$ cat config.mk
export PLATFORM = sky130hd
export DESIGN_NAME = eth_fcs_crc
export DESIGN_NICKNAME = d
export VERILOG_FILES = /design/src/hw/eth_frame_pkg.sv /design/src/hw/eth_fcs_crc.sv
export SDC_FILE = /design/constraint.sdc
export NUM_CORES = 1
export LEC_CHECK = 0
export BUFFER_PORTS_ARGS = -buffer_cell sky130_fd_sc_hd__clkbuf_2
export CAP_MARGIN = 20
export CELL_PAD_IN_SITES_DETAIL_PLACEMENT = 0
export CELL_PAD_IN_SITES_GLOBAL_PLACEMENT = 2
export CORE_MARGIN = 5
export CORE_UTILIZATION = 30
export CTS_CLUSTER_SIZE = 40
export DETAILED_ROUTE_END_ITERATION = 8
export HOLD_SLACK_MARGIN = 0.02
export PLACE_DENSITY = 0.73
export SKIP_CTS_REPAIR_TIMING = 1
export SYNTH_ARGS = -nofsm -noshare
export SYNTH_HDL_FRONTEND = slang
export SYNTH_SLANG_ARGS = --single-unit
$ cat constraint.sdc
create_clock -name clk_i -period 2.95 [get_ports clk_i]
set_input_delay 0.4425 -clock clk_i [delete_from_list [all_inputs] [get_ports clk_i]]
set_output_delay 0.4425 -clock clk_i [all_outputs]
set_load 0.05 [all_outputs]
$ cat src/hw/eth_frame_pkg.sv
package eth_frame_pkg;

    // on-wire framing, counted in GMII bytes
    localparam int PREAMBLE_BYTES = 7;
    localparam logic [7:0] PREAMBLE_BYTE = 8'h55;
    localparam logic [7:0] SFD_BYTE = 8'hd5;
    localparam int FCS_BYTES = 4;
    localparam int IFG_BYTES = 12;
    localparam int HEADER_BYTES = 42;

    // no padding, so the sender keeps frames at or above the minimum
    localparam int MIN_PAYLOAD = 18;
    localparam int MAX_PAYLOAD = 1472;

    localparam int FIFO_DEPTH = 2048;
    localparam int FIFO_PTR_W = $clog2(FIFO_DEPTH);
    localparam int FIFO_CNT_W = FIFO_PTR_W + 1;
    localparam int LEN_W = 11;

    // reflected IEEE 802.3 polynomial
    localparam logic [31:0] CRC32_POLY = 32'hedb8_8320;

    typedef struct packed {
        logic       en;
        logic [7:0] d;
    } gmii_t;

endpackage

$ cat src/hw/eth_fcs_crc.sv
module eth_fcs_crc (
    input  logic        clk_i,
    input  logic        rst_i,
    input  logic        clear_i,
    input  logic        en_i,
    input  logic [7:0]  data_i,
    output logic [31:0] fcs_o
);
    import eth_frame_pkg::*;

    logic [31:0] crc_q;
    logic [31:0] crc_next;

    // bitwise lsb-first update, one byte per clock
    always_comb begin
        crc_next = crc_q;
        for (int i = 0; i < 8; i++) begin
            if (crc_next[0] ^ data_i[i]) begin
                crc_next = (crc_next >> 1) ^ CRC32_POLY;
            end else begin
                crc_next = crc_next >> 1;
            end
        end
    end

    always_ff @(posedge clk_i) begin
        if (rst_i || clear_i) begin
            crc_q <= '1;
        end else if (en_i) begin
            crc_q <= crc_next;
        end
    end

    // low byte goes out first
    assign fcs_o = ~crc_q;

endmodule

# After elaboration in Yosys (flattened, before gate mapping)
# Cells that the tools add are included.
# word_totals
ff_bits	32
word_cells	27
# classes
muxes	8
n_reduce_logical	1
bitwise	17
# ops
cell	count
two-way mux 32 bit	8
inverter 13 -> 14 bit	8
inverter 32 bit	1
bitwise XOR 1 bit	8
logical OR 1 bit	1

# Logic depth before layout (Yosys ltp)
# logic_depth
word_depth	16
mapped_depth	5

# Worst setup path after synthesis
# No wires, ideal clock.
# synth_timing
kind	input port to flip-flop
startpoint	input port data_i[1]
endpoint	register crc_q[20]
stages	5
required_time_ns	2.825
path_buffers	0
slack_ns	1.193
arrival_time_ns	1.631
setup_ns	0.125
cell_sequence	xnor2_4 -> xnor2_4 -> xnor3_2 -> xnor2_1 -> o21ai_1
# synth_between
elab_chain_len	12
word_cells_on_any_way	13
classes_between	mux: 7; bitwise: 6
# synth_rtl
item	line_no	text
from (decl)	eth_fcs_crc.sv:6	input logic [7:0] data_i,
bitwise XOR 1 bit (*)	eth_fcs_crc.sv:18	if (crc_next[0] ^ data_i[i]) begin
two-way mux 32 bit (*) (2 in a row)	eth_fcs_crc.sv:18	
inverter 13 -> 14 bit (no source line)	n/a	
two-way mux 32 bit (*)	eth_fcs_crc.sv:18	
inverter 13 -> 14 bit (no source line)	n/a	
two-way mux 32 bit (*) (2 in a row)	eth_fcs_crc.sv:18	
inverter 13 -> 14 bit (no source line)	n/a	
two-way mux 32 bit (*)	eth_fcs_crc.sv:18	
inverter 13 -> 14 bit (no source line)	n/a	
two-way mux 32 bit (*)	eth_fcs_crc.sv:18	
to (signal assigned)	eth_fcs_crc.sv:30	crc_q <= crc_next;
to (decl)	eth_fcs_crc.sv:11	logic [31:0] crc_q;
# Every way passes the cells marked *; elsewhere a longest branch is shown, timed or not.
# A chain may end at the register's enable or synchronous reset.

# Worst setup path after layout
# layout_timing
startpoint	register crc_q[1]
endpoint	register crc_q[20]
# layout_between
elab_chain_len	13
word_cells_on_any_way	14
classes_between	mux: 8; bitwise: 6
# layout_rtl
item	line_no
two-way mux 32 bit (*)	eth_fcs_crc.sv:18
bitwise XOR 1 bit (*)	eth_fcs_crc.sv:18
two-way mux 32 bit (*) (2 in a row)	eth_fcs_crc.sv:18
inverter 13 -> 14 bit (no source line)	n/a
two-way mux 32 bit (*)	eth_fcs_crc.sv:18
inverter 13 -> 14 bit (no source line)	n/a
two-way mux 32 bit (*) (2 in a row)	eth_fcs_crc.sv:18
inverter 13 -> 14 bit (no source line)	n/a
two-way mux 32 bit (*)	eth_fcs_crc.sv:18
inverter 13 -> 14 bit (no source line)	n/a
two-way mux 32 bit (*)	eth_fcs_crc.sv:18
# Marked as above.

==> out/metrics.cfg <==
[setup_path]
max_stage_delay_ns=0.52
worst_ep_arrival_time_ns=2.03
setup.worst_path.class=flip-flop to flip-flop
crit_top_cell=xnor2_4
cp_top_family=XOR/XNOR gates
crit_buf_inv=0
cp-start-kind=flip-flop
worstPathMaxFanout=6
cp-end-kind=flip-flop
cp.required_ns=3.12
path_cells=xnor2_4 -> xnor2_4 -> xnor3_2 -> xnor2_1 -> o21ai_1
critPathSlowestCell=xnor3_2

[finish]
fin_nets=270
largest_reg_flops=32
final_util=0.367
areaGrowthSynthToFinish_pct=20.3
antennaDiodeCount=0
top_regs=crc_q x32
top_register=crc_q
fin_area_sq_mm=0.00232
drive_above_1_share=0.263

[synth]
ys.flop_type=dfxtp_1
synth_area_leader_cell=dfxtp_1
synth_seq_area_share=0.332
async_reset_ff_frac=0
syn-cell-area_sq_mm=0.00193
synthCells=214
yosysUniqueCellTypes=22
ys_ff_latch=32
avgSynthCellArea_sq_um=9.00
synth_top_area_share=0.332
syn_nets=226
synth_warnings=0
synthTopCellsByArea=dfxtp_1 33%, xnor2_1 22%, xnor2_2 7.6%
synth_edf_count=0

[drt]
drc=0
routed_via_density=4.24
detail-route-antenna-nets=0
drt_iter0_drc=47
vias=1426
first_pass_iters=4
avgRoutedWirePerCell_microns=13.7
wl_microns=4590

[die]
pin_count=44
die-area_sq_mm=0.00813
die_y_microns=90.1
rows=29
start_util=0.305
core_sq_mm=0.00631
die_x_microns=90.1

[global_routing]
grt_first_pass_wirelength_microns=7580
grt_usage=0.116
overflow=0
grt_antenna_before_repair=0
grt_pass1_vias=1403
grt_max_degree=36

[sta]
rsz0062_at_grt=false
setup_violations=0
finalCritPeriodShare=0.629
skew_ns=0.00426
setup_ws_ns=1.10
fmax_ghz=0.539
final.setup.tns_ns=0
worst_slew_pin_slew_ns=0.593
hold_viol=0
report.final.slew_viol_count=0
slew_headroom=0.602
fin_crit_ns=1.85

[cts]
cts_sinks=32
cts_buffers=5
cts_buffer_depth=2
clock-root-buffer=clkbuf_8
clk_pin_slew_ns=0.07
cts_max_level=2
cts_tree=built
insertion_delay_ns=0.28

[placed_design]
dp_hpwl_microns=3480
gp_congestion=0.771
placed_area_sq_mm=0.00223
io_buffers=43
place_ws_ns=0.864

[hold_path]
hold_class=flip-flop to flip-flop

[status]
status=complete, no violations

[power]
power_density_mw_per_mm2=673
ir_drop_uv=194
total_power_mw=1.56
leakage_nw=1.16

[run]
max_cap_viol_count=0

-- routing by layer --
| layer | wire length, microns | track usage | vias up |
|---|---|---|---|
| met5 | 0 | 0 | - |
| met4 | 21 | 0.0298 | 0 |
| met3 | 244 | 0.0376 | 2 |
| met2 | 1930 | 0.169 | 39 |
| met1 | 2390 | 0.165 | 627 |
| li1 | - | - | 758 |
-- worst register-to-register path: cells and delay by family (launching register included) --
family | cells | cell delay (ns)
AO/OA/AOI/OAI | 1 | 0.07
XOR/XNOR | 4 | 1.32
flip-flops | 1 | 0.36
-- per-stage QoR --
| step | hold WS (ns) | cells |
|---|---|---|
| 6_report | 0.473 | 336 |
| 5_1_grt | 0.489 | 336 |
| 4_1_cts | 0.475 | 336 |
| 3_5_place_dp | 0.458 | 328 |
| 3_3_place_gp | 0.451 | 328 |
| 2_1_floorplan | 0.443 | 214 |
-- area by class of cell --
| class | count | area, sq um |
|---|---|---|
| well taps | 77 | 96.3 |
| repair buffers | 46 | 238 |
| multi-input cells | 140 | 1130 |
| flip-flops and latches | 32 | 641 |
| inverters | 33 | 124 |
| clock buffers | 8 | 90.1 |
| fillers | 682 | 4000 |
-- layout by cell type (no fill, tap or decap), types with 2 or more instances in the layout --
cell type	instances
dfxtp_1	32
clkbuf_2	43
clkbuf_1	2
o21ai_1	2
nor2_1	5
nor3_1	5
nand2_1	17
xnor2_2	9
a21oi_1	15
o211ai_1	15
clkbuf_8	6
xnor2_1	49
inv_1	33
o21ai_0	8
buf_4	3
xor2_1	5
xnor2_4	3
-- synthesized netlist by cell type, types with 3 or more instances --
cell type and instances:
xnor2_1 49, a21oi_1 15, inv_1 33, nor3_1 5, o211ai_1 15, o21ai_0 8, dfxtp_1 32, clkbuf_1 7
xnor2_4 3, nand2_1 17, nor2_1 5, xnor2_2 9, xor2_1 5
-- final timing paths --
| kind | slack [ns] | cells past startpoint | startpoint | endpoint |
|---|---|---|---|---|
| hold reg to reg | 0.47 | 2 | crc_q[15] | crc_q[15] |
| setup reg to reg | 1.10 | 5 | crc_q[1] | crc_q[20] |
| hold / removal | 0.47 | 2 | crc_q[15] | crc_q[15] |
| setup / recovery | 1.10 | 5 | crc_q[1] | crc_q[20] |
-- power breakdown --
group	switching (mW)	internal, mW	leakage [nW]
sequential	0.0282	0.468	0.263
combinational	0.416	0.291	0.856
clock	0.167	0.190	0.0455
total	0.611	0.949	1.16
-- cell families after synthesis --
kind of cell / count (synthesis) / synth area share
and+or+nand+nor: 30 / 0.0662
xor gates and xnor gates: 68 / 0.385
DFF: 32 / 0.332
AOI/OAI and AO/OA: 42 / 0.134
buffers and inverters: 42 / 0.0818
Note: power is estimated with default switching activity, not from simulation.
