`src/hw/eth_frame_pkg.sv`:
```
package eth_frame_pkg;

    // on-wire framing, counted in GMII bytes
    localparam int PREAMBLE_BYTES = 7;
    localparam logic [7:0] PREAMBLE_BYTE = 8'h55;
    localparam logic [7:0] SFD_BYTE = 8'hd5;
    localparam int FCS_BYTES = 4;
    localparam int IFG_BYTES = 12;
    localparam int HEADER_BYTES = 42;

    // no padding, so the sender keeps frames at or above the minimum
    localparam int MIN_PAYLOAD = 18;
    localparam int MAX_PAYLOAD = 1472;

    localparam int FIFO_DEPTH = 2048;
    localparam int FIFO_PTR_W = $clog2(FIFO_DEPTH);
    localparam int FIFO_CNT_W = FIFO_PTR_W + 1;
    localparam int LEN_W = 11;

    // reflected IEEE 802.3 polynomial
    localparam logic [31:0] CRC32_POLY = 32'hedb8_8320;

    typedef struct packed {
        logic       en;
        logic [7:0] d;
    } gmii_t;

endpackage

```
`src/hw/udp_header_pkg.sv`:
```
package udp_header_pkg;

    localparam logic [15:0] ETHERTYPE_IPV4 = 16'h0800;
    localparam logic [7:0] IP_VER_IHL = 8'h45;
    localparam logic [15:0] IP_FLAGS_DF = 16'h4000;
    localparam logic [7:0] IP_TTL = 8'd64;
    localparam logic [7:0] IP_PROTO_UDP = 8'd17;
    localparam logic [15:0] IPV4_HDR_BYTES = 16'd20;
    localparam logic [15:0] UDP_HDR_BYTES = 16'd8;

    typedef struct packed {
        logic [47:0] mac;
        logic [31:0] ip;
        logic [15:0] port;
    } udp_endpoint_t;

    typedef struct packed {
        logic [47:0] dst_mac;
        logic [47:0] src_mac;
        logic [15:0] ethertype;
    } eth_hdr_t;

    typedef struct packed {
        logic [7:0]  ver_ihl;
        logic [7:0]  tos;
        logic [15:0] total_len;
        logic [15:0] id;
        logic [15:0] flags_frag;
        logic [7:0]  ttl;
        logic [7:0]  protocol;
        logic [15:0] checksum;
        logic [31:0] src_ip;
        logic [31:0] dst_ip;
    } ipv4_fields_t;

    // same bits, seen as fields or as checksum words
    typedef union packed {
        ipv4_fields_t     f;
        logic [9:0][15:0] w;
    } ipv4_hdr_u;

    typedef struct packed {
        logic [15:0] src_port;
        logic [15:0] dst_port;
        logic [15:0] length;
        logic [15:0] checksum;
    } udp_hdr_t;

    // msb is the first header byte on the wire
    typedef struct packed {
        eth_hdr_t  eth;
        ipv4_hdr_u ip;
        udp_hdr_t  udp;
    } frame_hdr_t;

endpackage

```
`src/hw/udp_header_gen.sv`:
```
module udp_header_gen (
    input  udp_header_pkg::udp_endpoint_t local_i,
    input  udp_header_pkg::udp_endpoint_t remote_i,
    input  logic [eth_frame_pkg::LEN_W-1:0] payload_len_i,
    output udp_header_pkg::frame_hdr_t    hdr_o
);
    import udp_header_pkg::*;

    ipv4_hdr_u   ip_hdr;
    logic [15:0] udp_len;
    logic [15:0] ip_len;
    logic [19:0] word_sum;
    logic [16:0] fold_sum;
    logic [15:0] ip_csum;

    assign udp_len = 16'(payload_len_i) + UDP_HDR_BYTES;
    assign ip_len  = udp_len + IPV4_HDR_BYTES;

    // checksum field left at zero for the sum
    always_comb begin
        ip_hdr.f.ver_ihl    = IP_VER_IHL;
        ip_hdr.f.tos        = 8'h00;
        ip_hdr.f.total_len  = ip_len;
        ip_hdr.f.id         = 16'h0000;
        ip_hdr.f.flags_frag = IP_FLAGS_DF;
        ip_hdr.f.ttl        = IP_TTL;
        ip_hdr.f.protocol   = IP_PROTO_UDP;
        ip_hdr.f.checksum   = 16'h0000;
        ip_hdr.f.src_ip     = local_i.ip;
        ip_hdr.f.dst_ip     = remote_i.ip;
    end

    always_comb begin
        word_sum = '0;
        for (int i = 0; i < 10; i++) begin
            word_sum = word_sum + 20'(ip_hdr.w[i]);
        end
    end

    // two folds are enough for ten words
    assign fold_sum = {1'b0, word_sum[15:0]} + 17'(word_sum[19:16]);
    assign ip_csum  = ~(fold_sum[15:0] + 16'(fold_sum[16]));

    always_comb begin
        hdr_o.eth.dst_mac    = remote_i.mac;
        hdr_o.eth.src_mac    = local_i.mac;
        hdr_o.eth.ethertype  = ETHERTYPE_IPV4;
        hdr_o.ip             = ip_hdr;
        hdr_o.ip.f.checksum  = ip_csum;
        hdr_o.udp.src_port   = local_i.port;
        hdr_o.udp.dst_port   = remote_i.port;
        hdr_o.udp.length     = udp_len;
        // zero means no udp checksum
        hdr_o.udp.checksum   = 16'h0000;
    end

endmodule

```
`config.mk`:
```
export PLATFORM = sky130hd
export DESIGN_NAME = udp_header_gen
export DESIGN_NICKNAME = d
export VERILOG_FILES = /design/src/hw/eth_frame_pkg.sv /design/src/hw/udp_header_pkg.sv /design/src/hw/udp_header_gen.sv
export SDC_FILE = /design/constraint.sdc
export NUM_CORES = 1
export LEC_CHECK = 0
export ABC_AREA = 1
export ABC_CLOCK_PERIOD_IN_PS = 10400
export BUFFER_PORTS_ARGS = -buffer_cell sky130_fd_sc_hd__buf_2
export CAP_MARGIN = 30
export CORE_AREA = 2 2 208 210
export DETAILED_ROUTE_END_ITERATION = 16
export DIE_AREA = 0 0 210 212
export PLACE_DENSITY = 0.42
export SYNTH_ARGS = -nofsm -noshare
export SYNTH_HDL_FRONTEND = slang
export SYNTH_SLANG_ARGS = --single-unit
```
`constraint.sdc`:
```
create_clock -name vclk -period 10.4
set_input_delay 1.04 -clock vclk [all_inputs]
set_output_delay 1.04 -clock vclk [all_outputs]
set_load 0.005 [all_outputs]
```
# ---- Word-level counts from Yosys, hierarchy flattened
# Cells that the tools add are included.
# Widths: inputs -> output; s select.
dict set report totals {
  elab_cells 12
  in_bits 203
  regBits 0
  out_inout_bits 336
}
dict set report op_classes {
  addsub 11
  n_bitwise 1
}
# op n
set op_table {}
lappend op_table {{$add 20x15->20 const B} 2}
lappend op_table {{$add 19x15->20 const B} 1}
lappend op_table {{$add 20x13->20} 1}
lappend op_table {{$add 18x16->19} 1}
lappend op_table {{$add 17x16->18} 1}
lappend op_table {{$add 16x16->17} 1}
lappend op_table {{$add 16x4->17} 1}
lappend op_table {{$add 16x1->16} 1}
lappend op_table {{$not 16->16} 1}
lappend op_table {{$add 12x5->13 const B} 1}
lappend op_table {{$add 11x4->12 const B} 1}

# ---- Depth between registers and ports, before layout
dict set report logic_depth {
  ltp_word 10
  depth_mapped 53
  mapped_depth_nobuf 53
}

# ---- Worst setup path before layout
# Ideal clock, no wire load.
dict set report synth_timing {
  kind {input -> output}
  startpoint {input port payload_len_i[3] (netlist bit)}
  endpoint {output port hdr_o[143] (netlist bit)}
  n_path_buf 0
  stages 49
  arrival_ns 7.798
  required_ns 9.360
  path_slack_ns 1.562
  path_cell_list {ha_1 -> xor2_1 -> o21ai_0 -> nor2_1 -> nand2_1 -> nor3_1 -> xor2_1 -> fa_1 -> inv_1 -> fa_1 -> inv_1 -> fa_1 -> ha_1 -> nand2_1 -> nor2_1 -> nand3_1 -> nand3_1 -> nand3_1 -> [13 not listed] -> nor2_1 -> nand2_1 -> nor2_1 -> ha_1 -> nand2_1 -> nor2_1 -> nand3_1 -> nor2_2 -> nand3_2 -> nor2_2 -> nand2_2 -> nor2_4 -> nand3_2 -> nor2_4 -> nand2_2 -> nand2_1 -> nand2_1 -> inv_1}
}
# item line
set synth_lines {}
lappend synth_lines {{start, declared} udp_header_gen.sv:4} ;# input logic [eth_frame_pkg::LEN_W-1:0] payload_len_i,
lappend synth_lines {{end, declared} udp_header_gen.sv:5} ;# output udp_header_pkg::frame_hdr_t hdr_o

==> PnR_summary.wiki <==
{| class="wikitable"
! Metric !! Value
|-
| Count of max-cap constraint violations || 0
|-
| Number of clock buffers in the layout || 0
|-
| Maximum fanout along the worst path || 5
|-
| Avg Cell Area, Syn || 7.19 um^2
|-
| Antenna violation net count after detailed routing || 0
|-
| Warnings from Yosys || 0
|-
| Count of boundary I/O pins || 539
|-
| Kind of end point of the critical path || primary output
|-
| Via count || 3,895
|-
| Overall track demand over capacity in global routing || 6.41%
|-
| Cell count after placement || 1,312
|-
| Post-detailed-route via-to-cell ratio || 2.97
|-
| Sequential-to-total area share from yosys stat || 0%
|-
| Post-cts hold buffer count || 0
|-
| Via count of the first global-routing pass || 3,791
|-
| Critical path arrival || 8510 ps
|-
| Floorplan core area || 0.0425 mm^2
|-
| Biggest area contributors in the synthesized netlist || sky130_fd_sc_hd__buf_4 40%, sky130_fd_sc_hd__fa_1 16%, sky130_fd_sc_hd__ha_1 9.3%
|-
| Largest area contributor in the synthesized netlist || sky130_fd_sc_hd__buf_4
|-
| Final hold violations || 0
|-
| Detailed placer's ending HPWL || 14,600 um
|-
| Number of buffers added on ports || 179
|-
| Count of standard-cell rows || 76
|-
| Most used cells in the layout excluding fill and tap cells || 179 x sky130_fd_sc_hd__buf_2, 128 x sky130_fd_sc_hd__inv_1, 108 x sky130_fd_sc_hd__nand2_1
|-
| Pin count of the biggest net entering global routing || 7
|-
| Setup CP Type || in2out
|-
| Relative area change from synthesis to final layout || -4.70%
|-
| Worst min-delay path class || in2out
|-
| Power density of the placed cells || 280 mW/mm^2
|-
| Wire per inst || 11.6 um
|-
| FF+latch area || 0 um^2
|-
| Global-route wire length before repair || 21,600 um
|-
| Number of antenna violations at the first check in global routing || 0
|-
| Post-route insts no fill || 1,313
|-
| Sequential cell count of the final layout || 0
|-
| Endpoint required time on the critical path || 9360 ps
|-
| Worst-case setup margin in the final layout || 853 ps
|-
| Master of the slowest instance on the critical path || sky130_fd_sc_hd__fa_1
|-
| Overflow left after global routing || 0
|-
| Pre-CTS setup slack || 602 ps
|-
| Die width || 210 um
|-
| Starting DRC count in detailed routing || 88
|-
| Floorplan die area || 0.0445 mm^2
|-
| Period minus WS final || 9550 ps
|-
| Static power due to leakage || 0.00305 uW
|-
| Total length of routed wires || 15,300 um
|-
| Crit path launch type || primary input
|-
| Number of different library cells in the post-synthesis netlist || 34
|-
| Total design power || 1500 uW
|-
| Final cycle utilization of the critical path || 91.8%
|-
| Peak supply drop || 0.0773 mV
|-
| Fin nets || 1,060
|-
| First-pass detailed-route iteration total || 4
|-
| Cells after synthesis || 785
|-
| Antenna diodes || 0
|-
| CP max stage delay || 530 ps
|-
| Vertical extent of the die || 212 um
|-
| Initial standard-cell utilization of the core || 13.3%
|-
| Final setup viols || 0
|-
| Area of the mapped netlist || 0.00565 mm^2
|-
| Fraction of layout instances using a drive strength above 1 || 29.9%
|-
| Most repeated library cell on the critical path || sky130_fd_sc_hd__nand2_1
|-
| Share of Yosys cell area claimed by the top area cell type || 40.0%
|-
| Residual DRC || 0
|-
| Highest Clock Rate || 105 MHz
|-
| Most frequent standard cell in the layout excluding fill and tap cells || sky130_fd_sc_hd__buf_2
|-
| Routability congestion estimate from global placement || 0.764
|-
| Number of pins with negative max-slew slack in the final report || 0
|-
| Run status || complete, no violations
|-
| Core occupancy in the finished layout || 12.7%
|}
[cells by family after synthesis]
| group | synth area share (%) |
|---|---|
| adder cells (fa/ha/maj) | 25.6 |
| other | 0.133 |
| XOR/XNOR | 4.19 |
| buffers and inverters | 48.9 |
| AO/OA/AOI/OAI | 2.59 |
| AND/OR/NAND/NOR | 18.6 |
[power by group]
part           internal [uW]  switching [uW]
clock                      0               0
sequential                 0               0
combinational            516             988
total                    516             988
[per-stage QoR]
step	hold WS [ps]	instance area (um^2)	TNS (ps)
finish	2080	5380	0
global route	2080	5380	-1.79
CTS	2080	5350	0
detailed placement	2080	5350	0
global placement	2080	5350	0
floorplan	2120	6030	0
[Yosys cell counts (all sizes together)]
master,n
nor3,5
nand3b,2
nor4,1
conb,2
nand4,10
xnor2,7
nor2,33
o21bai,2
fa,46
xor2,17
o21ai,9
a21oi,11
nand3,35
inv,132
nand2,126
clkinv,1
or2,1
ha,42
buf,301
a21o,1
a31o,1
[critical path: cells and delay by family]
| family | cells | cell delay, ps |
|---|---|---|
| adders and majority gates | 7 | 2660 |
| xor gates and xnor gates | 2 | 260 |
| AOI/OAI and AO/OA | 2 | 270 |
| and+or+nand+nor | 33 | 3660 |
| buffers and inverters | 8 | 560 |
[layout make-up]
| class | instances | area [um^2] |
|---|---|---|
| fill | 4940 | 37100 |
| multi-input combinational | 454 | 3300 |
| timing repair buffer | 180 | 903 |
| tap | 546 | 683 |
| inverter | 133 | 499 |
[layer usage]
metal	vias to the layer above	track usage, %	wire length (um)
met4	0	0.954	202
met2	232	11.7	7460
li1	1921	-	-
met3	30	2.35	1530
met5	-	0	0
met1	1712	7.25	6090
[final timing paths]
kind,start,to,slack (ps),cells after the start
max,payload_len_i[3],hdr_o[143],850,52
min,local_i[53],hdr_o[245],2080,0
[what timing repair did]
item	4_1_cts	5_1_grt
setup endpoints to repair	0	4
resized for setup	0	5
buffers inserted	0	1
Power figures use the tool's default switching activity.
