`config.mk`:
```
export PLATFORM = sky130hd
export DESIGN_NAME = udp_frame_tx
export DESIGN_NICKNAME = d
export VERILOG_FILES = /design/src/hw/eth_frame_pkg.sv /design/src/hw/udp_header_pkg.sv /design/src/hw/udp_frame_tx.sv
export SDC_FILE = /design/constraint.sdc
export NUM_CORES = 1
export LEC_CHECK = 0
export ABC_AREA = 1
export BUFFER_PORTS_ARGS = -buffer_cell sky130_fd_sc_hd__clkbuf_2
export CORE_MARGIN = 4
export CORE_UTILIZATION = 55
export DETAILED_ROUTE_END_ITERATION = 10
export PLACE_DENSITY = 0.83
export SYNTH_ARGS = -nofsm -noshare
export SYNTH_HDL_FRONTEND = slang
export SYNTH_SLANG_ARGS = --single-unit
```
`constraint.sdc`:
```
create_clock -name clk_i -period 18.2 [get_ports clk_i]
set_clock_uncertainty 0.2 [all_clocks]
set_input_delay 2.73 -clock clk_i [delete_from_list [all_inputs] [get_ports clk_i]]
set_output_delay 2.73 -clock clk_i [all_outputs]
set_load 0.005 [all_outputs]
```
`src/hw/eth_frame_pkg.sv`:
```
package eth_frame_pkg;

    // on-wire framing, counted in GMII bytes
    localparam int PREAMBLE_BYTES = 7;
    localparam logic [7:0] PREAMBLE_BYTE = 8'h55;
    localparam logic [7:0] SFD_BYTE = 8'hd5;
    localparam int FCS_BYTES = 4;
    localparam int IFG_BYTES = 12;
    localparam int HEADER_BYTES = 42;

    // no padding, so the sender keeps frames at or above the minimum
    localparam int MIN_PAYLOAD = 18;
    localparam int MAX_PAYLOAD = 1472;

    localparam int FIFO_DEPTH = 2048;
    localparam int FIFO_PTR_W = $clog2(FIFO_DEPTH);
    localparam int FIFO_CNT_W = FIFO_PTR_W + 1;
    localparam int LEN_W = 11;

    // reflected IEEE 802.3 polynomial
    localparam logic [31:0] CRC32_POLY = 32'hedb8_8320;

    typedef struct packed {
        logic       en;
        logic [7:0] d;
    } gmii_t;

endpackage

```
`src/hw/udp_header_pkg.sv`:
```
package udp_header_pkg;

    localparam logic [15:0] ETHERTYPE_IPV4 = 16'h0800;
    localparam logic [7:0] IP_VER_IHL = 8'h45;
    localparam logic [15:0] IP_FLAGS_DF = 16'h4000;
    localparam logic [7:0] IP_TTL = 8'd64;
    localparam logic [7:0] IP_PROTO_UDP = 8'd17;
    localparam logic [15:0] IPV4_HDR_BYTES = 16'd20;
    localparam logic [15:0] UDP_HDR_BYTES = 16'd8;

    typedef struct packed {
        logic [47:0] mac;
        logic [31:0] ip;
        logic [15:0] port;
    } udp_endpoint_t;

    typedef struct packed {
        logic [47:0] dst_mac;
        logic [47:0] src_mac;
        logic [15:0] ethertype;
    } eth_hdr_t;

    typedef struct packed {
        logic [7:0]  ver_ihl;
        logic [7:0]  tos;
        logic [15:0] total_len;
        logic [15:0] id;
        logic [15:0] flags_frag;
        logic [7:0]  ttl;
        logic [7:0]  protocol;
        logic [15:0] checksum;
        logic [31:0] src_ip;
        logic [31:0] dst_ip;
    } ipv4_fields_t;

    // same bits, seen as fields or as checksum words
    typedef union packed {
        ipv4_fields_t     f;
        logic [9:0][15:0] w;
    } ipv4_hdr_u;

    typedef struct packed {
        logic [15:0] src_port;
        logic [15:0] dst_port;
        logic [15:0] length;
        logic [15:0] checksum;
    } udp_hdr_t;

    // msb is the first header byte on the wire
    typedef struct packed {
        eth_hdr_t  eth;
        ipv4_hdr_u ip;
        udp_hdr_t  udp;
    } frame_hdr_t;

endpackage

```
`src/hw/udp_frame_tx.sv`:
```
module udp_frame_tx (
    input  logic                                 clk_i,
    input  logic                                 rst_i,
    input  logic [7:0]                           s_data_i,
    input  logic [eth_frame_pkg::LEN_W-1:0]      s_len_i,
    input  logic                                 s_valid_i,
    input  logic                                 s_last_i,
    output logic                                 s_ready_o,
    output logic                                 fifo_push_o,
    output logic [7:0]                           fifo_data_o,
    output logic                                 fifo_pop_o,
    input  logic [7:0]                           fifo_data_i,
    input  logic [eth_frame_pkg::FIFO_CNT_W-1:0] fifo_count_i,
    output logic [eth_frame_pkg::LEN_W-1:0]      payload_len_o,
    input  udp_header_pkg::frame_hdr_t           hdr_i,
    output logic                                 crc_clear_o,
    output logic                                 crc_en_o,
    output logic [7:0]                           crc_data_o,
    input  logic [31:0]                          fcs_i,
    output eth_frame_pkg::gmii_t                 gmii_o
);
    import eth_frame_pkg::*;
    import udp_header_pkg::*;

    typedef enum logic [2:0] {
        ACCEPT,
        PREAMBLE,
        SFD,
        HEADER,
        PAYLOAD,
        FCS,
        GAP
    } state_t;

    localparam int HDR_W = $bits(frame_hdr_t);

    state_t             state_q;
    state_t             state_d;
    logic [LEN_W-1:0]   cnt_q;
    logic [LEN_W-1:0]   len_q;
    logic               first_q;
    logic               handshake;
    logic [HDR_W-1:0]   hdr_sr;
    logic [23:0]        fcs_sr;
    logic               tx_en;
    logic [7:0]         tx_byte;
    gmii_t              gmii_q;

    assign s_ready_o     = (state_q == ACCEPT);
    assign handshake     = s_valid_i && s_ready_o;
    assign fifo_push_o   = handshake;
    assign fifo_data_o   = s_data_i;
    assign payload_len_o = len_q;

    always_comb begin
        state_d = state_q;
        case (state_q)
            ACCEPT: begin
                if (handshake && s_last_i) begin
                    state_d = PREAMBLE;
                end
            end
            PREAMBLE: begin
                if (cnt_q == LEN_W'(PREAMBLE_BYTES - 1)) begin
                    state_d = SFD;
                end
            end
            SFD: state_d = HEADER;
            HEADER: begin
                if (cnt_q == LEN_W'(HEADER_BYTES - 1)) begin
                    state_d = PAYLOAD;
                end
            end
            PAYLOAD: begin
                if (cnt_q == len_q - 1'b1) begin
                    state_d = FCS;
                end
            end
            FCS: begin
                if (cnt_q == LEN_W'(FCS_BYTES - 1)) begin
                    state_d = GAP;
                end
            end
            // one extra cycle covers the output register
            GAP: begin
                if (cnt_q == LEN_W'(IFG_BYTES)) begin
                    state_d = ACCEPT;
                end
            end
            default: state_d = ACCEPT;
        endcase
    end

    // byte lane and fifo prefetch, one cycle ahead of gmii
    always_comb begin
        tx_en      = 1'b1;
        tx_byte    = 8'h00;
        crc_en_o   = 1'b0;
        fifo_pop_o = 1'b0;
        case (state_q)
            PREAMBLE: tx_byte = PREAMBLE_BYTE;
            SFD:      tx_byte = SFD_BYTE;
            HEADER: begin
                tx_byte    = hdr_sr[HDR_W-1 -: 8];
                crc_en_o   = 1'b1;
                fifo_pop_o = (cnt_q == LEN_W'(HEADER_BYTES - 1));
            end
            PAYLOAD: begin
                tx_byte    = fifo_data_i;
                crc_en_o   = 1'b1;
                fifo_pop_o = (fifo_count_i != '0);
            end
            FCS: begin
                tx_byte = (cnt_q == '0) ? fcs_i[7:0] : fcs_sr[7:0];
            end
            default: tx_en = 1'b0;
        endcase
    end

    assign crc_clear_o = (state_q == PREAMBLE);
    assign crc_data_o  = tx_byte;

    always_ff @(posedge clk_i) begin
        if (rst_i) begin
            state_q <= ACCEPT;
            cnt_q   <= '0;
            first_q <= 1'b1;
            gmii_q  <= '0;
        end else begin
            state_q <= state_d;
            if (state_d != state_q) begin
                cnt_q <= '0;
            end else if (state_q != ACCEPT) begin
                cnt_q <= cnt_q + 1'b1;
            end
            if (handshake) begin
                first_q <= s_last_i;
            end
            gmii_q.en <= tx_en;
            gmii_q.d  <= tx_byte;
        end
    end

    always_ff @(posedge clk_i) begin
        if (handshake && first_q) begin
            len_q <= s_len_i;
        end
        if (state_q == ACCEPT && state_d == PREAMBLE) begin
            hdr_sr <= hdr_i;
        end else if (state_q == HEADER) begin
            hdr_sr <= {hdr_sr[HDR_W-9:0], 8'h00};
        end
        // crc is idle during FCS, first byte goes out directly
        if (state_q == FCS) begin
            if (cnt_q == '0) begin
                fcs_sr <= fcs_i[31:8];
            end else begin
                fcs_sr <= {8'h00, fcs_sr[23:8]};
            end
        end
    end

    assign gmii_o = gmii_q;

endmodule

```
Word-level counts from Yosys, hierarchy flattened --
Cells that the tools add are included.
Word-level totals: register bits 395, logic and storage cells 51
Operators by class: $add $sub $neg 2, mux-type cells 15, reduce and logical (&&, ||, !) cells 12, equality and inequality tests 13
Operators with widths (number):
- $mux W336 | 2
- $pmux W8 S5 | 1
- $pmux W3 S7 | 1
- $mux W3 | 6
- $mux W16 | 1
- $reduce_bool A12 Y1 | 1
- $add A11 B1 Y11 const B | 1
- $eq A11 B11 Y1 | 1
- $eq A11 B2 Y1 const B | 1
- $eq A11 B3 Y1 const B | 1
- $eq A11 B4 Y1 const B | 1
- $eq A11 B6 Y1 const B | 1
- $logic_not A11 Y1 | 1
- $sub A11 B1 Y11 const B | 1
- $eq A3 B3 Y1 const B | 3
- $mux W8 | 1
- $eq A3 B1 Y1 const B | 2
- $eq A3 B2 Y1 const B | 2
- $reduce_or A5 Y1 | 1
- $logic_and A1 B1 Y1 | 4
- $reduce_or A2 Y1 | 2
- $logic_not A3 Y1 | 1
- $ne A3 B3 Y1 | 1
- $reduce_bool A3 Y1 | 1
- other kinds (3) | 4

Depth between registers and ports, before layout --
Gate-level depths: netlist (run 1).
depth in word-level cells 8, depth in mapped cells 17, depth with buffers taken out 16

Worst setup path before layout (run 1) --
No wires, ideal clock.
path type input to register, start point input s_valid_i, end point register hdr_sr[0], enable pin, library setup time 2.495 ns, arrival time 8.749 ns, cell stages on the path 6, data required time 15.505 ns, path buffers 2, path slack 6.756 ns, cells stage by stage nand2_4 > inv_2 > nand2_4 > buf_2 > buf_2 > nand2_1
Between the ends: longest elaborated chain between the ends 7
RTL lines:
- start, declared | RTL line udp_frame_tx.sv:6 | input logic s_valid_i,
- $logic_and A1 B1 Y1 | RTL line udp_frame_tx.sv:50 | assign handshake = s_valid_i && s_ready_o;
- named net fifo_push_o | RTL line udp_frame_tx.sv:9 | output logic fifo_push_o,
- $logic_and A1 B1 Y1 | RTL line udp_frame_tx.sv:59 | if (handshake && s_last_i) begin
- $mux W3 | RTL line udp_frame_tx.sv:59
- $pmux W3 S7 | RTL line udp_frame_tx.sv:57 | case (state_q)
- $eq A3 B1 Y1 | RTL line udp_frame_tx.sv:148 | if (state_q == ACCEPT && state_d == PREAMBLE) begin
- $logic_and A1 B1 Y1 | RTL line udp_frame_tx.sv:148
- $reduce_bool A2 Y1 (no source line)
- end signal, assigned | RTL line udp_frame_tx.sv:149 | hdr_sr <= hdr_i;
- end signal, assigned | RTL line udp_frame_tx.sv:151 | hdr_sr <= {hdr_sr[HDR_W-9:0], 8'h00};
- end, declared | RTL line udp_frame_tx.sv:43 | logic [HDR_W-1:0] hdr_sr;
The timed path passes the listed nets, and every way through them passes these cells. A chain may end at the register's enable or synchronous reset.

Final worst setup path (run 1) --
start point input fifo_data_i[5], end point output crc_data_o[5]
Between the ends: longest elaborated chain between the ends 1
RTL lines:
- start, declared | RTL line udp_frame_tx.sv:12 | input logic [7:0] fifo_data_i,
- $pmux W8 S5 | RTL line udp_frame_tx.sv:100 | case (state_q)
- end, declared | RTL line udp_frame_tx.sv:18 | output logic [7:0] crc_data_o,
Every way passes these cells.

==> results.cfg, run 1 <==
[placed_design]
placed_cells = 1918
dp.final_hpwl_um = 28900
numPortBuffers = 435
pre_cts_ws_ps = 11820
gp_congestion = 0.924

[synth]
post_synth_num_cell_types = 37
ys_ff_latch = 395
syn-cell-area_um2 = 17500
syn_inst = 1131
synthArstFlopShare = 0
synth_seq_area_share = 0.664
ys.flop_type = edfxtp_1
synth_nets = 1547
yosysWarningCount = 0
syn_area_per_cell_um2 = 15.5
synth-edff-count = 371

[power_and_ir_drop]
pwr-share-seq = 0.525
swShare = 0.212
p_per_area_nw_per_um2 = 96.8
combPwrFrac = 0.092
clkPwrFrac = 0.383
cellLeakagePower_nw = 8.41
ir_drop_mv = 0.0924
switchingPower_w = 0.000431
p_int_w = 0.00160

[floorplanning]
die_area_um2 = 34700
pin_count = 452
die_h_um = 186
design.core.area_um2 = 31500
die_w_um = 186
num_rows = 65
start_util = 0.556

[routing]
avgRoutedWirePerCell_um = 20.0
postRouteWirelength_um = 39800
vias_per_cell = 5.26
postRouteAntennaNets = 0
drc = 0
first_pass_iters = 5
vias = 10500
drtIter0Drc = 670

[global_route]
grt-busiest-layer = met2
globalRouteMet2Util = 0.392
grt_max_degree = 200
met3_usage = 0.0718
grt_usage = 0.224
grt_pass1_vias = 11000
grt_pass1_wl_um = 61600
grt_remaining_overflow = 0
antenna_found_initial = 6
gr-usage-met1 = 0.266

[outcome]
status = completed

[clocking]
cts.sinks = 395
cts_resized = 0
cts_hold_buf = 0
clkTransAtPathRegs_ps = 60
postCtsSetupBuffers = 0
insertion_delay_ps = 520
cts_tree = yes
cts_made_buffers = 41
cts_root_buf = clkbuf_16
clk_path_buf_depth = 3
htreeDepth = 2

[sta]
slew_headroom = 0.251
slew_violations = 0
timing.final.crit_period_ps = 6380
rsz0062_at_grt = false
fin_setup_tns_ps = 0
max_freq_mhz = 157
finalCritPeriodShare = 0.351
finalSetupViolations = 0
timing.final.ws_setup_ps = 11820
hold_viol = 0
tightest_slew_ps = 1120
whs_ps = 299

[worst_setup_path]
slowest_delay_ps = 230
critPathSlowestCell = nor2_1
crit_path_end_kind = primary output
worstSetupPathType = in -> out
cp_num_buf_inv = 3
critPathMaxFanout = 2
path_cells = clkbuf_2, a22o_1, nor2_1, inv_1, clkbuf_2
critPathTopFamily = buffers and inverters
crit_required_ps = 15270
critPathMostFrequentCell = clkbuf_2
start_kind = input port
arrival_ps = 3450

[cells_and_area]
final-instance-count-excl-fill = 1993
mostFrequentLayoutCell = clkbuf_2
ff_latch_area_um2 = 11600
areaGrowthSynthToFinish_pct = 20.0
fin_util = 0.667
multiInputGateArea_um2 = 5150
mostFrequentLayoutCells = clkbuf_2 (435), edfxtp_1 (371), mux2_2 (328), nand2_1 (118), nor2_1 (75)
nFillCells = 2289
drive_gt1_frac = 0.532
nets = 1975

[min_path]
hold_path.class = reg -> reg

[run]
cap_violations = 0
-- final cells by class --
class	instances	share of cell area
Sequential cell	395	0.554
Multi-Input combinational cell	623	0.246
Timing Repair Buffer	440	0.107
Clock buffer	51	0.0517
Tap cell	402	0.0240
Inverter	58	0.0104
Clock inverter	20	0.00710
Antenna cell	4	0.000477
-- tightest hold or removal path: stages (launching register included) --
cell	delay (ps)
dfxtp_1	290
inv_1	60
o211ai_1	90
-- flip-flops by register name (all words and copies together) (netlist names) --
name / cells
first_q: 1
gmii_o: 9
payload_len_o: 11
state_q: 3
hdr_sr: 336
fcs_sr: 24
cnt_q: 11
-- per-layer routing --
metal | vias up | part of all wire
li1 | 4971 | -
met1 | 5028 | 0.38
met2 | 413 | 0.50
met3 | 74 | 0.088
met4 | 2 | 0.030
met5 | - | 0.00020
-- power by group through the flow --
stage	logic, W	clock network [W]	registers [W]
after floorplan	0.000123	0	0.00109
after CTS	0.000188	0.000798	0.00107
after detailed placement	0.000187	0	0.00109
final	0.000186	0.000779	0.00107
after global routing	0.000204	0.000842	0.00107
after global placement	0.000182	0	0.00108
-- final timing paths --
| kind | start | end | slack, ps | depth (start not counted) |
|---|---|---|---|---|
| worst max register to register | state_q[0] | hdr_sr[254] | 14480 | 8 |
| worst min-delay path | first_q | first_q | 300 | 2 |
| worst min register to register | first_q | first_q | 300 | 2 |
| worst max-delay path | fifo_data_i[5] | crc_data_o[5] | 11820 | 5 |
-- cells in the mapped netlist (5+ instances only) --
| library cell | n | share of area |
|---|---|---|
| buf_2 | 7 | 0.0020 |
| buf_4 | 8 | 0.0034 |
| buf_6 | 36 | 0.023 |
| dfxtp_1 | 24 | 0.027 |
| edfxtp_1 | 371 | 0.64 |
| ha_1 | 5 | 0.0036 |
| inv_1 | 52 | 0.011 |
| inv_2 | 6 | 0.0013 |
| mux2_2 | 328 | 0.21 |
| nand2_1 | 119 | 0.026 |
| nand3_1 | 21 | 0.0060 |
| nor2_1 | 76 | 0.016 |
| nor2_2 | 7 | 0.0025 |
| o21ai_0 | 11 | 0.0031 |
| xor2_1 | 12 | 0.0060 |
-- kinds of logic (layout without fill, tap and decap cells) --
kind of cell             after synthesis  in the layout  synth area share
AO/OA/AOI/OAI                         25             25           0.00851
XOR/XNOR                              17             17           0.00930
adder cells (fa/ha/maj)                5              5           0.00358
buffers and inverters                113            569            0.0419
flip-flops                           395            395             0.664
multiplexers                         328            328             0.211
other                                  0              4                 0
AND/OR/NAND/NOR                      248            248            0.0610
-- metrics by stage --
step | total power, W | cell area, um^2
4_1_cts | 0.00205 | 21000
6_report | 0.00203 | 21000
2_1_floorplan | 0.00122 | 17500
3_5_place_dp | 0.00127 | 19700
5_1_grt | 0.00212 | 21000
3_3_place_gp | 0.00127 | 19700
No activity file was read; power rests on OpenSTA's default activity.
==> run 2: changes to the inputs <==
Settings changed: CORE_UTILIZATION 55 to 53, PLACE_DENSITY 0.83 to 0.8.
Clock period 18.2 ns to 6.55 ns, I/O delays scaled along.
==> results.cfg, run 2 (same netlist as run 1, synthesis figures left out) <==
[outcome]
status = completed

[power_and_ir_drop]
combPwrFrac = 0.089
pwr-share-seq = 0.511
clkPwrFrac = 0.400
swShare = 0.212
p_int_w = 0.00457
switchingPower_w = 0.00123
ir_drop_mv = 0.219
cellLeakagePower_nw = 8.48
p_per_area_nw_per_um2 = 274

[worst_setup_path]
critPathMaxFanout = 32
critPathMostFrequentCell = inv_1
start_kind = register
arrival_ps = 3350
crit_required_ps = 5370
slowest_delay_ps = 800
worstSetupPathType = reg -> out
crit_start = cnt_q[0]
r2r_start = state_q[1]
crit_path_end_kind = primary output
critPathSlowestCell = nor3_4
path_cells = inv_1, ha_1, nand3_1, nor3_4, inv_2, o21ai_0, nor2_1, nor3_1, inv_1, clkbuf_2

[routing]
highest_layer = met5
vias = 10500
first_pass_iters = 5
vias_per_cell = 5.15
route.met2.wl_um = 20700
route.layer.met1.wl_um = 14700
avgRoutedWirePerCell_um = 19.8
met3_length_um = 3670
postRouteWirelength_um = 40300
drc = 0
postRouteAntennaNets = 0
drtIter0Drc = 655

[cells_and_area]
largest_reg_flops = 336
reg.largest.list = hdr_sr: 336 flops, fcs_sr: 24 flops
mostFrequentLayoutCell = clkbuf_2
drive_gt1_frac = 0.533
mostFrequentLayoutCells = clkbuf_2 (435), edfxtp_1 (371), mux2_2 (328), nand2_1 (118), nor2_1 (75)
final_cell_area_um2 = 21200
regMostFlops = hdr_sr
nets = 1978
areaGrowthSynthToFinish_pct = 21.1

[floorplanning]
num_rows = 66
die_h_um = 190
design.core.area_um2 = 32500
die_area_um2 = 36000
die_w_um = 190
pin_count = 452
start_util = 0.538

[global_route]
grt_max_degree = 168
grt_pass1_vias = 10900
grt_usage = 0.214
grt_pass1_wl_um = 60000
grt_remaining_overflow = 0
antenna_found_initial = 5

[clocking]
clk_path_buf_depth = 3
cts_root_buf = clkbuf_16
clkTransAtPathRegs_ps = 60
insertion_delay_ps = 530
postCtsSetupBuffers = 0
cts_resized = 0
htreeDepth = 2
cts_made_buffers = 42
cts_hold_buf = 0
cts_tree = yes
cts.sinks = 395

[sta]
slew_headroom = 0.319
slew_violations = 0
finalSetupViolations = 0
rsz0062_at_grt = false
timing.final.crit_period_ps = 4530
max_freq_mhz = 221
tightest_slew_ps = 1020
fin_setup_tns_ps = 0
finalCritPeriodShare = 0.692
hold_viol = 0

[placed_design]
gp_congestion = 0.861
numPortBuffers = 435
dp.final_hpwl_um = 29300
post_dp_cell_area_um2 = 19800

[min_path]
worstHoldStart = fcs_sr[21]
hold_path.class = reg -> reg

[run]
cap_violations = 0
[run 2: cell types whose count changed in the layout (fill, tap and decap cells not counted)]
cell / delta
nand2_8: +1
clkinv_8: +1
nand2_4: -1
bufinv_16: +2
diode_2: -2
clkinv_2: -2
clkbuf_8: +1
buf_4: +2
clkinv_1: +3
clkbuf_16: +1
clkinvlp_4: +1
[run 2: final timing paths]
kind / slack, ps / depth (start not counted) / to
worst max-delay path: 2020 / 10 / crc_data_o[6]
worst min-delay path: 310 / 2 / fcs_sr[13]
worst max register to register: 3080 / 8 / hdr_sr[257]
worst min register to register: 310 / 2 / fcs_sr[13]
[run 2: stage by stage]
stage | total power [W] | setup slack, ps | hold slack (ps) | util | cells
CTS | 0.00586 | 2010 | 312 | 0.651 | 2038
floorplan | 0.00336 | 259 | 270 | - | 1131
detailed placement | 0.00354 | 2580 | 297 | 0.609 | 1960
finish | 0.00580 | 2020 | 311 | 0.651 | 2040
global placement | 0.00352 | 2630 | 291 | 0.609 | 1960
global route | 0.00603 | 1710 | 338 | 0.651 | 2040
[run 2: cell type report]
class	instances	area, um^2
diodes	2	5.00
clock buffers	53	1120
clock inverters	25	234
fillers	2445	11400
inverters	58	218
multi-input cells	623	5160
flip-flops and latches	395	11600
well taps	442	553
repair buffers	442	2250
[run 2: worst max-delay path, delay by kind of cell, from the launching register on]
| kind | cells | cell delay, ps |
|---|---|---|
| and+or+nand+nor | 4 | 1200 |
| buffers and inverters | 4 | 780 |
| DFF | 1 | 350 |
| AOI/OAI and AO/OA | 1 | 300 |
| adders and majority gates | 1 | 190 |
[run 2: power groups by stage]
| stage | Clock (W) | Combinational [W] | Sequential [W] |
|---|---|---|---|
| 2_1_floorplan | 0 | 0.000342 | 0.00302 |
| 3_3_place_gp | 0 | 0.000506 | 0.00301 |
| 3_5_place_dp | 0 | 0.000520 | 0.00302 |
| 4_1_cts | 0.00237 | 0.000524 | 0.00296 |
| 5_1_grt | 0.00249 | 0.000567 | 0.00297 |
| 6_report | 0.00232 | 0.000518 | 0.00296 |
[run 2: layer usage]
metal | GRT usage | vias up
li1 | - | 4993
met1 | 0.245 | 5009
met2 | 0.382 | 417
met3 | 0.0716 | 90
met4 | 0.0684 | 6
met5 | 0 | -
==> run 3: changes to the inputs <==
Clock period 6.55 ns to 4.55 ns, I/O delays scaled along.
==> results.cfg, run 3 (same netlist as run 1, synthesis figures left out) <==
[outcome]
status = completed

[clocking]
cts_made_buffers = 42
cts_tree = yes
cts.sinks = 395
cts_resized = 0
htreeDepth = 2
clk_path_buf_depth = 3
postCtsSetupBuffers = 0
insertion_delay_ps = 520
cts_root_buf = clkbuf_16
cts_hold_buf = 0
clkTransAtPathRegs_ps = 60

[sta]
max_freq_mhz = 276
rsz0062_at_grt = false
slew_violations = 0
tightest_slew_ps = 886
hold_viol = 0
whs_ps = 147
finalCritPeriodShare = 0.796
slew_headroom = 0.407
finalSetupViolations = 0
timing.final.crit_period_ps = 3620
fin_setup_tns_ps = 0

[worst_setup_path]
path_cells = inv_1, ha_1, nand3_1, nor3_4, buf_4, inv_2, o21ai_0, nor2_1, nor3_1, inv_1, clkbuf_2
start_kind = register
r2r_slack_ps = 1550
crit_path_end_kind = primary output
slowest_delay_ps = 340
critPathMaxFanout = 32
critPathMostFrequentCell = inv_1
critPathSlowestCell = dfxtp_1
worstSetupPathType = reg -> out
arrival_ps = 2740
crit_required_ps = 3670

[floorplanning]
die_w_um = 190
die_area_um2 = 36000
start_util = 0.538
pin_count = 452
die_h_um = 190
design.core.area_um2 = 32500
num_rows = 66

[power_and_ir_drop]
ir_drop_mv = 0.330
p_per_area_nw_per_um2 = 386
cellLeakagePower_nw = 8.45

[global_route]
grt_pass1_vias = 11100
antenna_found_initial = 6
grt_pass1_wl_um = 59900
grt_usage = 0.213
grt_remaining_overflow = 0
grt_max_degree = 135

[cells_and_area]
mostFrequentLayoutCells = clkbuf_2 (435), edfxtp_1 (371), mux2_2 (328), nand2_1 (118), nor2_1 (75)
reg.largest.list = hdr_sr: 336 flops, fcs_sr: 24 flops
areaGrowthSynthToFinish_pct = 20.9
nets = 1981
drive_gt1_frac = 0.533
mostFrequentLayoutCell = clkbuf_2
largest_reg_flops = 336
nFillCells = 2421
regMostFlops = hdr_sr

[routing]
vias_per_cell = 5.18
postRouteAntennaNets = 0
postRouteWirelength_um = 40300
vias = 10600
first_pass_iters = 5
drc = 0
avgRoutedWirePerCell_um = 19.7
drtIter0Drc = 682

[min_path]
hold_path.class = in -> reg

[placed_design]
numPortBuffers = 435
dp.final_hpwl_um = 29400
gp_congestion = 0.839

[run]
cap_violations = 0
[run 3: changes by cell type in the layout (fill, tap and decap cells not counted), sizes merged]
cell,previous run,this run
buf,7,10
bufinv,4,1
clkbuf,488,495
clkinv,20,8
diode,2,6
inv,58,60
[run 3: layer usage]
| layer | up-vias | GRT usage | wire [um] |
|---|---|---|---|
| li1 | 4995 | - | - |
| met1 | 5035 | 0.247 | 15000 |
| met2 | 450 | 0.371 | 20100 |
| met3 | 92 | 0.0655 | 3550 |
| met4 | 4 | 0.0865 | 1580 |
| met5 | - | 0 | 24 |
[run 3: per-stage QoR]
stage / cells / cell area [um^2] / worst slack [ps] / total power (W) / utilization
3_3_place_gp: 1963 / 19900 / 1490 / 0.00507 / 0.611
3_5_place_dp: 1963 / 19900 / 1440 / 0.00509 / 0.611
5_1_grt: 2038 / 21100 / 649 / 0.00847 / 0.650
6_report: 2041 / 21100 / 928 / 0.00817 / 0.650
4_1_cts: 2035 / 21100 / 903 / 0.00824 / 0.649
2_1_floorplan: 1131 / 17500 / 372 / 0.00482 / -
[run 3: worst paths after layout]
check	from	endpoint	cells after the start
max reg2reg	state_q[1]	hdr_sr[280]	8
min reg2reg	fcs_sr[21]	fcs_sr[13]	2
min	s_len_i[1]	payload_len_o[1]	1
max	cnt_q[0]	crc_data_o[6]	11
[run 3: where the power goes]
| group | internal [W] | switching [W] |
|---|---|---|
| combinational | 0.000398 | 0.000352 |
| clock | 0.00182 | 0.00133 |
| sequential | 0.00421 | 0.0000561 |
[run 3: cell type report]
| class | count | area, um^2 | area share |
|---|---|---|---|
| Antenna cell | 6 | 15.0 | 0.000710 |
| Clock inverter | 12 | 87.6 | 0.00414 |
| Inverter | 58 | 218 | 0.0103 |
| Sequential cell | 395 | 11600 | 0.550 |
| Multi-Input combinational cell | 623 | 5160 | 0.244 |
| Tap cell | 442 | 553 | 0.0262 |
| Timing Repair Buffer | 445 | 2330 | 0.110 |
| Clock buffer | 60 | 1160 | 0.0549 |
[run 3: critical path, delay by kind of cell, from the launching register on]
family,cells,cell delay [ps]
buffers and inverters,5,870
AND/OR/NAND/NOR,4,580
flip-flops,1,340
AO/OA/AOI/OAI,1,230
adder cells (fa/ha/maj),1,190
